**src/hw/soc_ctrl_bus_pkg.sv**
```systemverilog
package soc_ctrl_bus_pkg;

   // the register bus addresses bytes inside a 256-byte window
   parameter int unsigned REG_ADDR_WIDTH = 8;

   // every register is one 32-bit word
   parameter int unsigned REG_DATA_WIDTH = 32;

   // number of low address bits that must be zero for a word access
   parameter int unsigned REG_ADDR_LSB = $clog2(REG_DATA_WIDTH / 8);

   // byte offset of a register inside the window
   typedef logic [REG_ADDR_WIDTH-1:0] reg_addr_t;

   // one register data word, used for both directions of the bus
   typedef logic [REG_DATA_WIDTH-1:0] reg_data_t;

endpackage

```
**src/hw/soc_ctrl_reg_pkg.sv**
```systemverilog
package soc_ctrl_reg_pkg;

   import soc_ctrl_bus_pkg::*;

   // register map, all other offsets inside the window are unmapped
   parameter reg_addr_t CTRL_CLUSTER_OFFSET = 8'h00;
   parameter reg_addr_t GWT_WRITE_OFFSET    = 8'h04;
   parameter reg_addr_t GWT_READ_OFFSET     = 8'h08;

   // each key spans four consecutive words starting at its base
   parameter reg_addr_t KEY0_BASE_OFFSET    = 8'h10;
   parameter reg_addr_t KEY1_BASE_OFFSET    = 8'h20;

   // bit positions inside the cluster control register
   parameter int unsigned CLUSTER_RSTN_BIT = 0;
   parameter int unsigned EN_SA_BOOT_BIT   = 1;
   parameter int unsigned FETCH_EN_BIT     = 2;

   // a locking key is built from this many register words
   parameter int unsigned KEY_WORDS = 4;

   // width of the word index inside one key
   parameter int unsigned KEY_IDX_WIDTH = $clog2(KEY_WORDS);

   // first address bit above the word index of a key, the bases are aligned to it
   parameter int unsigned KEY_BASE_LSB = KEY_IDX_WIDTH + REG_ADDR_LSB;

   // word 0 sits at the lowest offset and ends up in bits 31:0
   typedef logic [KEY_WORDS-1:0][REG_DATA_WIDTH-1:0] key_t;

   // everything resets to zero, so the cluster starts held in reset
   parameter reg_data_t CTRL_CLUSTER_RESET = '0;
   parameter reg_data_t GWT_WRITE_RESET    = '0;
   parameter reg_data_t GWT_READ_RESET     = '0;
   parameter key_t      KEY_RESET          = '0;

endpackage

```
**src/hw/reg_bus_if.sv**
```systemverilog
`timescale 1ns/1ns

interface reg_bus_if
   import soc_ctrl_bus_pkg::*;
(
   input logic clk_i
);

   // request, valid for a single cycle with no back-pressure
   logic      valid;
   logic      write;
   reg_addr_t addr;
   reg_data_t wdata;

   // response, returned in the same cycle as valid
   reg_data_t rdata;
   logic      error;

   modport requester (
      input  clk_i,
      output valid,
      output write,
      output addr,
      output wdata,
      input  rdata,
      input  error
   );

   modport completer (
      input  clk_i,
      input  valid,
      input  write,
      input  addr,
      input  wdata,
      output rdata,
      output error
   );

endinterface

```
**src/hw/apb_to_reg_bridge.sv**
```systemverilog
`timescale 1ns/1ns

module apb_to_reg_bridge
   import soc_ctrl_bus_pkg::*;
#(
   parameter int unsigned APB_ADDR_WIDTH = 32
) (
   input  logic                      clk_i,
   input  logic                      rst_n_i,

   input  logic [APB_ADDR_WIDTH-1:0] paddr_i,
   input  logic                      psel_i,
   input  logic                      penable_i,
   input  logic                      pwrite_i,
   input  reg_data_t                 pwdata_i,
   output reg_data_t                 prdata_o,
   output logic                      pready_o,
   output logic                      pslverr_o,

   reg_bus_if.requester              reg_o
);

   logic      access;
   logic      start;
   logic      aligned;
   logic      in_window;
   logic      addr_ok;
   logic      issued_q;
   logic      pready_q;
   logic      pslverr_q;
   reg_data_t prdata_q;

   // access phase of an APB transfer
   assign access = psel_i & penable_i;

   // first cycle of the access phase, the only one that may issue a strobe
   assign start = access & ~issued_q;

   // the register bus only sees word accesses inside its own window
   assign aligned   = (paddr_i[REG_ADDR_LSB-1:0] == '0);
   assign in_window = ((paddr_i >> REG_ADDR_WIDTH) == '0);
   assign addr_ok   = aligned & in_window;

   assign reg_o.valid = start & addr_ok;
   assign reg_o.write = pwrite_i;
   assign reg_o.addr  = paddr_i[REG_ADDR_WIDTH-1:0];
   assign reg_o.wdata = pwdata_i;

   // issued_q stays set for the rest of the access phase and drops with the next setup cycle
   always_ff @(posedge clk_i or negedge rst_n_i) begin
      if (!rst_n_i) begin
         issued_q  <= 1'b0;
         pready_q  <= 1'b0;
         pslverr_q <= 1'b0;
      end else begin
         issued_q <= access;
         // the response is presented exactly one cycle after the strobe cycle
         pready_q  <= start;
         pslverr_q <= start & (~addr_ok | reg_o.error);
      end
   end

   // a rejected address never reaches the register file and returns zero data
   always_ff @(posedge clk_i) begin
      if (start) begin
         prdata_q <= addr_ok ? reg_o.rdata : '0;
      end
   end

   assign prdata_o  = prdata_q;
   assign pready_o  = pready_q;
   assign pslverr_o = pslverr_q;

endmodule

```
**src/hw/soc_ctrl_regfile.sv**
```systemverilog
`timescale 1ns/1ns

module soc_ctrl_regfile
   import soc_ctrl_bus_pkg::*;
   import soc_ctrl_reg_pkg::*;
(
   input  logic               clk_i,
   input  logic               rst_n_i,

   reg_bus_if.completer       reg_i,

   output logic               cluster_ctrl_rstn_o,
   output logic               cluster_en_sa_boot_o,
   output logic               cluster_fetch_en_o,

   output key_t               key_0_o,
   output key_t               key_1_o,

   output reg_data_t          gwt_cfg_o,
   input  reg_data_t          gwt_cfg_i,
   input  logic               gwt_cfg_ie_i
);

   logic                     hit_ctrl;
   logic                     hit_gwt_write;
   logic                     hit_gwt_read;
   logic                     hit_key0;
   logic                     hit_key1;
   logic                     mapped;
   logic                     bad_access;
   logic                     wr_en;
   logic [KEY_IDX_WIDTH-1:0] key_idx;

   logic                     cluster_rstn_q;
   logic                     en_sa_boot_q;
   logic                     fetch_en_q;
   reg_data_t                gwt_cfg_q;
   reg_data_t                gwt_status_q;
   key_t                     key0_q;
   key_t                     key1_q;

   // offsets arrive word aligned, the bridge rejects anything else
   assign hit_ctrl      = (reg_i.addr == CTRL_CLUSTER_OFFSET);
   assign hit_gwt_write = (reg_i.addr == GWT_WRITE_OFFSET);
   assign hit_gwt_read  = (reg_i.addr == GWT_READ_OFFSET);

   // key bases are aligned to the key size, so the upper bits select the key
   assign hit_key0 = (reg_i.addr[REG_ADDR_WIDTH-1:KEY_BASE_LSB] ==
                      KEY0_BASE_OFFSET[REG_ADDR_WIDTH-1:KEY_BASE_LSB]);
   assign hit_key1 = (reg_i.addr[REG_ADDR_WIDTH-1:KEY_BASE_LSB] ==
                      KEY1_BASE_OFFSET[REG_ADDR_WIDTH-1:KEY_BASE_LSB]);

   // and the lower bits select the word inside it
   assign key_idx = reg_i.addr[KEY_BASE_LSB-1:REG_ADDR_LSB];

   assign mapped = hit_ctrl | hit_gwt_write | hit_gwt_read | hit_key0 | hit_key1;

   // the status register belongs to hardware, software may only read it
   assign bad_access = ~mapped | (reg_i.write & hit_gwt_read);

   assign reg_i.error = bad_access;

   // a rejected access must leave every register untouched
   assign wr_en = reg_i.valid & reg_i.write & ~bad_access;

   always_ff @(posedge clk_i or negedge rst_n_i) begin
      if (!rst_n_i) begin
         cluster_rstn_q <= CTRL_CLUSTER_RESET[CLUSTER_RSTN_BIT];
         en_sa_boot_q   <= CTRL_CLUSTER_RESET[EN_SA_BOOT_BIT];
         fetch_en_q     <= CTRL_CLUSTER_RESET[FETCH_EN_BIT];
         gwt_cfg_q      <= GWT_WRITE_RESET;
         key0_q         <= KEY_RESET;
         key1_q         <= KEY_RESET;
      end else if (wr_en) begin
         // only the three defined control bits are stored
         if (hit_ctrl) begin
            cluster_rstn_q <= reg_i.wdata[CLUSTER_RSTN_BIT];
            en_sa_boot_q   <= reg_i.wdata[EN_SA_BOOT_BIT];
            fetch_en_q     <= reg_i.wdata[FETCH_EN_BIT];
         end
         if (hit_gwt_write) begin
            gwt_cfg_q <= reg_i.wdata;
         end
         if (hit_key0) begin
            key0_q[key_idx] <= reg_i.wdata;
         end
         if (hit_key1) begin
            key1_q[key_idx] <= reg_i.wdata;
         end
      end
   end

   // status is loaded by hardware whenever the enable is high
   always_ff @(posedge clk_i or negedge rst_n_i) begin
      if (!rst_n_i) begin
         gwt_status_q <= GWT_READ_RESET;
      end else if (gwt_cfg_ie_i) begin
         gwt_status_q <= gwt_cfg_i;
      end
   end

   // read mux, keys are write-only and fall through to zero
   always_comb begin
      reg_i.rdata = '0;
      if (hit_ctrl) begin
         reg_i.rdata[CLUSTER_RSTN_BIT] = cluster_rstn_q;
         reg_i.rdata[EN_SA_BOOT_BIT]   = en_sa_boot_q;
         reg_i.rdata[FETCH_EN_BIT]     = fetch_en_q;
      end else if (hit_gwt_write) begin
         reg_i.rdata = gwt_cfg_q;
      end else if (hit_gwt_read) begin
         reg_i.rdata = gwt_status_q;
      end
   end

   assign cluster_ctrl_rstn_o  = cluster_rstn_q;
   assign cluster_en_sa_boot_o = en_sa_boot_q;
   assign cluster_fetch_en_o   = fetch_en_q;

   assign key_0_o   = key0_q;
   assign key_1_o   = key1_q;
   assign gwt_cfg_o = gwt_cfg_q;

endmodule

```
**src/hw/soc_ctrl_top.sv**
```systemverilog
`timescale 1ns/1ns

module soc_ctrl_top
   import soc_ctrl_bus_pkg::*;
   import soc_ctrl_reg_pkg::*;
#(
   parameter int unsigned APB_ADDR_WIDTH = 32
) (
   input  logic                      clk_i,
   input  logic                      rst_n_i,

   // APB completer port
   input  logic [APB_ADDR_WIDTH-1:0] paddr_i,
   input  logic                      psel_i,
   input  logic                      penable_i,
   input  logic                      pwrite_i,
   input  reg_data_t                 pwdata_i,
   output reg_data_t                 prdata_o,
   output logic                      pready_o,
   output logic                      pslverr_o,

   // cluster control
   output logic                      cluster_ctrl_rstn_o,
   output logic                      cluster_en_sa_boot_o,
   output logic                      cluster_fetch_en_o,

   // logic locking keys
   output key_t                      key_0_o,
   output key_t                      key_1_o,

   // configuration out and status in
   output reg_data_t                 gwt_cfg_o,
   input  reg_data_t                 gwt_cfg_i,
   input  logic                      gwt_cfg_ie_i
);

   reg_bus_if reg_bus (
      .clk_i ( clk_i )
   );

   apb_to_reg_bridge #(
      .APB_ADDR_WIDTH ( APB_ADDR_WIDTH )
   ) i_apb_to_reg_bridge (
      .clk_i     ( clk_i     ),
      .rst_n_i   ( rst_n_i   ),
      .paddr_i   ( paddr_i   ),
      .psel_i    ( psel_i    ),
      .penable_i ( penable_i ),
      .pwrite_i  ( pwrite_i  ),
      .pwdata_i  ( pwdata_i  ),
      .prdata_o  ( prdata_o  ),
      .pready_o  ( pready_o  ),
      .pslverr_o ( pslverr_o ),
      .reg_o     ( reg_bus   )
   );

   soc_ctrl_regfile i_soc_ctrl_regfile (
      .clk_i                ( clk_i                ),
      .rst_n_i              ( rst_n_i              ),
      .reg_i                ( reg_bus              ),
      .cluster_ctrl_rstn_o  ( cluster_ctrl_rstn_o  ),
      .cluster_en_sa_boot_o ( cluster_en_sa_boot_o ),
      .cluster_fetch_en_o   ( cluster_fetch_en_o   ),
      .key_0_o              ( key_0_o              ),
      .key_1_o              ( key_1_o              ),
      .gwt_cfg_o            ( gwt_cfg_o            ),
      .gwt_cfg_i            ( gwt_cfg_i            ),
      .gwt_cfg_ie_i         ( gwt_cfg_ie_i         )
   );

endmodule

```
**config.mk**
```make
export PLATFORM = sky130hd
export DESIGN_NAME = soc_ctrl_top
export DESIGN_NICKNAME = d
export VERILOG_FILES = /design/src/hw/soc_ctrl_bus_pkg.sv /design/src/hw/soc_ctrl_reg_pkg.sv /design/src/hw/reg_bus_if.sv /design/src/hw/apb_to_reg_bridge.sv /design/src/hw/soc_ctrl_regfile.sv /design/src/hw/soc_ctrl_top.sv
export SDC_FILE = /design/constraint.sdc
export NUM_CORES = 1
export LEC_CHECK = 0
export BUFFER_PORTS_ARGS = -buffer_cell sky130_fd_sc_hd__buf_4
export CAP_MARGIN = 25
export CORE_AREA = 3 3 259 210
export CTS_BUF_LIST = sky130_fd_sc_hd__clkbuf_8
export DETAILED_ROUTE_END_ITERATION = 7
export DIE_AREA = 0 0 262 213
export HOLD_SLACK_MARGIN = 0.05
export MAX_ROUTING_LAYER = met4
export SKIP_CTS_REPAIR_TIMING = 1
export SYNTH_ARGS = -nofsm -noshare
export SYNTH_HDL_FRONTEND = slang
export SYNTH_SLANG_ARGS = --single-unit
```
**constraint.sdc**
```tcl
create_clock -name clk_i -period 3.5 [get_ports clk_i]
set_input_delay 0.7 -clock clk_i [delete_from_list [all_inputs] [get_ports clk_i]]
set_output_delay 0.7 -clock clk_i [all_outputs]
set_load 0.05 [all_outputs]
```
* Yosys cells after proc, flatten, opt, wreduce, memory -nomap -nowiden
Cells that the tools add are included.
** Word-level totals
- RAM bits :: 0
- ROM bits :: 0
- Bits in latches :: 0
- Memories :: 0
- Output and inout bits :: 325
- Register bits after elaboration :: 358
** Cells by class
- Equal/unequal tests :: 4
- Reduce and logical (&&, ||, !) cells :: 9
- Shift-type cells :: 0
- Multiply operators :: 0
- Divide/modulo/power cells :: 0
- $lt $le $gt $ge :: 2
- Bitwise operators :: 18
- Muxes and demuxes :: 7
- Add/subtract/negate cells :: 0
** Operator list (number)
- bitwise mux 128 bit :: 2
- 2-to-1 mux 32 bit :: 3
- demux 32 bit (select 2 bit) :: 1
- zero test 32 bit :: 1
- AND 1 bit :: 8
- == test 8 x 3 -> 1 bit, second input constant :: 1
- == test 8 x 4 -> 1 bit, second input constant :: 1
- zero test 8 bit :: 1
- AND reduction 2 bit :: 4
- OR 1 bit :: 6
- == test 4 x 1 -> 1 bit, second input constant :: 1
- == test 4 x 2 -> 1 bit, second input constant :: 1
- NOT 1 bit :: 4
- less-than comparator 2 x 3 -> 1 bit, second input constant :: 1
- 2-to-1 mux 3 bit :: 1
- greater-or-equal comparator 2 x 1 -> 1 bit, second input constant :: 1
- zero test 2 bit :: 1
- OR reduction 2 bit :: 1
- logical AND 1 bit :: 1

* Longest topological paths before layout
- Word-level depth :: 10
- Gate-level depth with buffers :: 7
- Mapped depth without buffers :: 4

* Modules after synthesis
From an unflattened synthesis, not the netlist that was laid out.
** Second synthesis, totals
- Cells, all modules :: 952
- Area, all modules :: 14572.7 µm²
** Modules (own cells, without submodules)
- soc_ctrl_regfile :: area each 12644.6 µm², cells each 792, seq. area each 8082.8 µm², instances 1
- apb_to_reg_bridge :: area each 1928.1 µm², cells each 160, seq. area each 1036.0 µm², instances 1

* Least setup slack after synthesis
Ideal clock, no wire load.
- Path kind :: input to register
- From :: in psel_i
- To :: reg i_apb_to_reg_bridge.prdata_q[0] (netlist: i_apb_to_reg_bridge.prdata_o[0]), enable pin
- Stages on the path :: 2
- Buffers on the path :: 0
- Required time :: 3076 ps
- Setup time :: 424 ps
- Arrival time :: 2173 ps
- Setup slack :: 903 ps
- Path through :: nand2_1 nor2_1
** On the way
- Longest elaborated chain between the ends :: 2
** RTL lines
- from (decl) :: line soc_ctrl_top.sv:14 : input logic psel_i,
- AND 1 bit :: line apb_to_reg_bridge.sv:34 : assign access = psel_i & penable_i;
- AND 1 bit :: line apb_to_reg_bridge.sv:37 : assign start = access & ~issued_q;
- via i_apb_to_reg_bridge.start :: line apb_to_reg_bridge.sv:24 : logic start;
- to (signal assigned) :: line apb_to_reg_bridge.sv:66 : prdata_q <= addr_ok ? reg_o.rdata : '0;
- to (decl) :: line apb_to_reg_bridge.sv:31 : reg_data_t prdata_q;
The timed path passes the listed nets, and every way through them passes these cells.
A chain may end at the register's enable or synchronous reset.

* Worst setup path after layout
- From :: reg i_apb_to_reg_bridge.issued_q
- To :: reg i_soc_ctrl_regfile.key1_q (netlist bit i_soc_ctrl_regfile.key_1_o[127])
** On the way
- Longest elaborated chain between the ends :: 6
** RTL lines
- from (decl) :: line apb_to_reg_bridge.sv:28 : logic issued_q;
- from (signal assigned) :: line apb_to_reg_bridge.sv:56 : issued_q <= access;
- NOT 1 bit :: line apb_to_reg_bridge.sv:37
- AND 1 bit :: line apb_to_reg_bridge.sv:37
- AND 1 bit :: line apb_to_reg_bridge.sv:44 : assign reg_o.valid = start & addr_ok;
- AND 1 bit (2 in a row) :: line soc_ctrl_regfile.sv:64 : assign wr_en = reg_i.valid & reg_i.write & ~bad_access;
- AND reduction 2 bit (no source line)
- to (signal, indexed assignment) :: line soc_ctrl_regfile.sv:88 : key1_q[key_idx] <= reg_i.wdata;
- to (decl) :: line soc_ctrl_regfile.sv:40 : key_t key1_q;
No other way between the ends.

==> reports/results.ini <==
[power_and_ir_drop]
ir_drop_uv=270
power_density_nw_per_um2=425
leakage_nw=10.2

[setup_path]
cp.arrival_ps=3770
cp_max_fo=12
start_kind=register
slowest_delay_ps=1100
critical_path_class=register to register
cp.required_ps=3990
path_buf_inv=2
critPathTopFamily=simple AND/OR/NAND/NOR gates
cp-end-kind=register
slowest_stage=nor3b_1
crit_chain=nand4b_1 -> nor3b_1 -> nor4b_4 -> buf_4 -> buf_12 -> mux2_2

[floorplanning]
die_width_um=262
ios=427
start_util_pct=26.7
core_um2=52200
num_rows=75
die-area_um2=55800
die_height_um=213

[yosys]
ys_seq_area_share_pct=65.3
synth_top_flop_cell=dfrtp_1
yosys-top-cells-count=dfrtp_1, mux2_2, mux2_4, nor2_1, edfxtp_1
synth.distinct_cells=31
netlist_area_um2=14000
yosys.area.top_type=dfrtp_1
yosysWarnings=0
synth_area_per_cell_um2=16.5
synth-edff-count=32
ys_ff_latch=358
syn_nets=950
yosysMostFrequentCell=dfrtp_1
async_flop_share_pct=91.1
synth_top_area_share_pct=58.5
synth_cells=848
synth_area_leaders=dfrtp_1, mux2_2, edfxtp_1

[grt]
grt_first_pass_wirelength_um=67400
grt_start_max_net_pins=92
grtUsageTotal_pct=17.1
antenna_found_initial=7
grt_pass1_vias=9935
overflow=0

[flow_run]
max_cap_violations=0

[status]
status=completed

[sta]
rsz0062_at_grt=no
skew_ps=15.3
worst_slew_pin_slew_ps=1180
fmax_mhz=306
slew_headroom_pct=21.2
slew_viol_final=0
finalCriticalPeriod_ps=3270
finalSetupViolations=0
hold_viol_final=0
period_share_pct=93.5
worst_slack_ps=228

[place]
placed_cell_area_um2=18300
pre_cts_ws_ps=-18.1
dp_hpwl_um=33800
port_buffers=426
gp_congestion=0.804

[routing]
wire_per_inst_um=22.8
drt_pre_antenna_iters=5
viasPerCell=4.49
drcViolationCount=0
drtIter0Drc=380
ant_nets=0
wl_um=47200
num_vias=9309

[cells_and_area]
syn_to_final_growth_pct=39.7
final_util_pct=37.4
finalInstanceArea_um2=19500
layout-drive-gt1-share_pct=64.6
multi_input_area_um2=4620
n_fill_cell=5096
nets=1432
seqCellArea_um2=9120

[clocking]
cts_tree=built
clockRootBuffer=clkbuf_8
cts_buffers=59
h-tree-depth=2
cts.clk_slew.worst_paths_ps=60
clkSinkCount=358
clockBufferDepth=3
clk_latency_ps=620

[hold_path]
hp-class=primary input to asynchronous set/reset pin

through the flow:
stage	hold slack [ps]	power, mW	instances	TNS [ps]
floorplan	404	4.46	848	0
global placement	488	4.77	1962	-978
detailed placement	494	4.78	1962	-98.0
CTS	76.9	8.45	2067	0
global route	131	8.66	2073	0
finish	110	8.28	2073	0
kinds of logic after synthesis:
family,synth area share (%)
compound gates,1.99
simple gates,3.14
flops,65.3
mux,27.7
buf+inv,1.79
xor+xnor,0.0628
layout by cell type, fill, tap and decap left out:
cell type / netlist / layout
a221oi_1: 3 / 3
nor4_2: 4 / 4
mux2_2: 263 / 263
o31a_1: 1 / 1
nor4_1: 8 / 8
and3_1: 2 / 1
buf_4: 0 / 455
and2_1: 2 / 1
nor3b_1: 2 / 2
a22oi_1: 29 / 29
xor2_1: 1 / 1
bufinv_16: 0 / 1
clkinvlp_4: 0 / 3
or4b_4: 0 / 2
edfxtp_1: 32 / 32
clkinv_2: 0 / 5
mux2_4: 60 / 60
nand4b_1: 1 / 1
and3_2: 0 / 1
nand2_1: 4 / 4
nor2_1: 36 / 35
or2_2: 1 / 1
clkbuf_8: 0 / 72
inv_1: 4 / 27
diode_2: 0 / 6
inv_8: 0 / 1
and2_2: 0 / 1
nor2_4: 0 / 1
buf_8: 0 / 1
dfrtp_1: 326 / 326
buf_12: 0 / 13
nand3_1: 3 / 2
o21ai_0: 1 / 1
nand3_2: 0 / 1
a21oi_1: 4 / 4
nor2b_1: 1 / 1
nand4_1: 7 / 7
and4_1: 1 / 1
nor4b_4: 1 / 2
report_power, final:
group          internal [mW]  switching (mW)
Sequential              4.24          0.0266
Clock                   1.92            1.66
Combinational          0.153           0.271
path summary, 6_finish.rpt:
| kind | from | to | slack, ps | cells past startpoint |
|---|---|---|---|---|
| setup / recovery | i_apb_to_reg_bridge.issued_q | i_soc_ctrl_regfile.key_1_o[127] | 230 | 6 |
| hold / removal | rst_n_i | i_soc_ctrl_regfile.key_1_o[31] | 110 | 1 |
| setup reg to reg | i_apb_to_reg_bridge.issued_q | i_soc_ctrl_regfile.key_1_o[127] | 230 | 6 |
| hold reg to reg | i_soc_ctrl_regfile.key_1_o[17] | i_soc_ctrl_regfile.key_1_o[17] | 500 | 1 |
| max in group asynchronous | rst_n_i | i_soc_ctrl_regfile.key_0_o[56] | 2440 | 2 |
| min in group clk_i | gwt_cfg_i[20] | i_soc_ctrl_regfile.gwt_status_q[20] | 300 | 2 |
flip-flops by register name, indices dropped and copies added (netlist names):
signal / flops
i_soc_ctrl_regfile.key_0_o: 128
i_soc_ctrl_regfile.key_1_o: 128
i_apb_to_reg_bridge.prdata_o: 32
i_soc_ctrl_regfile.gwt_cfg_o: 32
i_soc_ctrl_regfile.gwt_status_q: 32
i_apb_to_reg_bridge.issued_q: 1
i_apb_to_reg_bridge.pready_o: 1
i_apb_to_reg_bridge.pslverr_o: 1
i_soc_ctrl_regfile.cluster_ctrl_rstn_o: 1
i_soc_ctrl_regfile.cluster_en_sa_boot_o: 1
i_soc_ctrl_regfile.cluster_fetch_en_o: 1
final cells by class:
cell class / instances / area share (%)
diodes: 6 / 0.0770
clock buffers: 72 / 5.08
flip-flops and latches: 358 / 46.8
repair buffers: 469 / 18.9
inverters: 4 / 0.0770
clock inverters: 33 / 0.899
well taps: 693 / 4.45
multi-input cells: 438 / 23.7
metal layers:
metal | wire (um) | global-route usage (%) | vias up
met2 | 21300 | 25.4 | 360
met1 | 20800 | 22.3 | 4819
li1 | - | - | 4067
met4 | 970 | 4.85 | 0
met5 | 0 | - | -
met3 | 4170 | 5.73 | 63
Power figures use the tool's default switching activity.
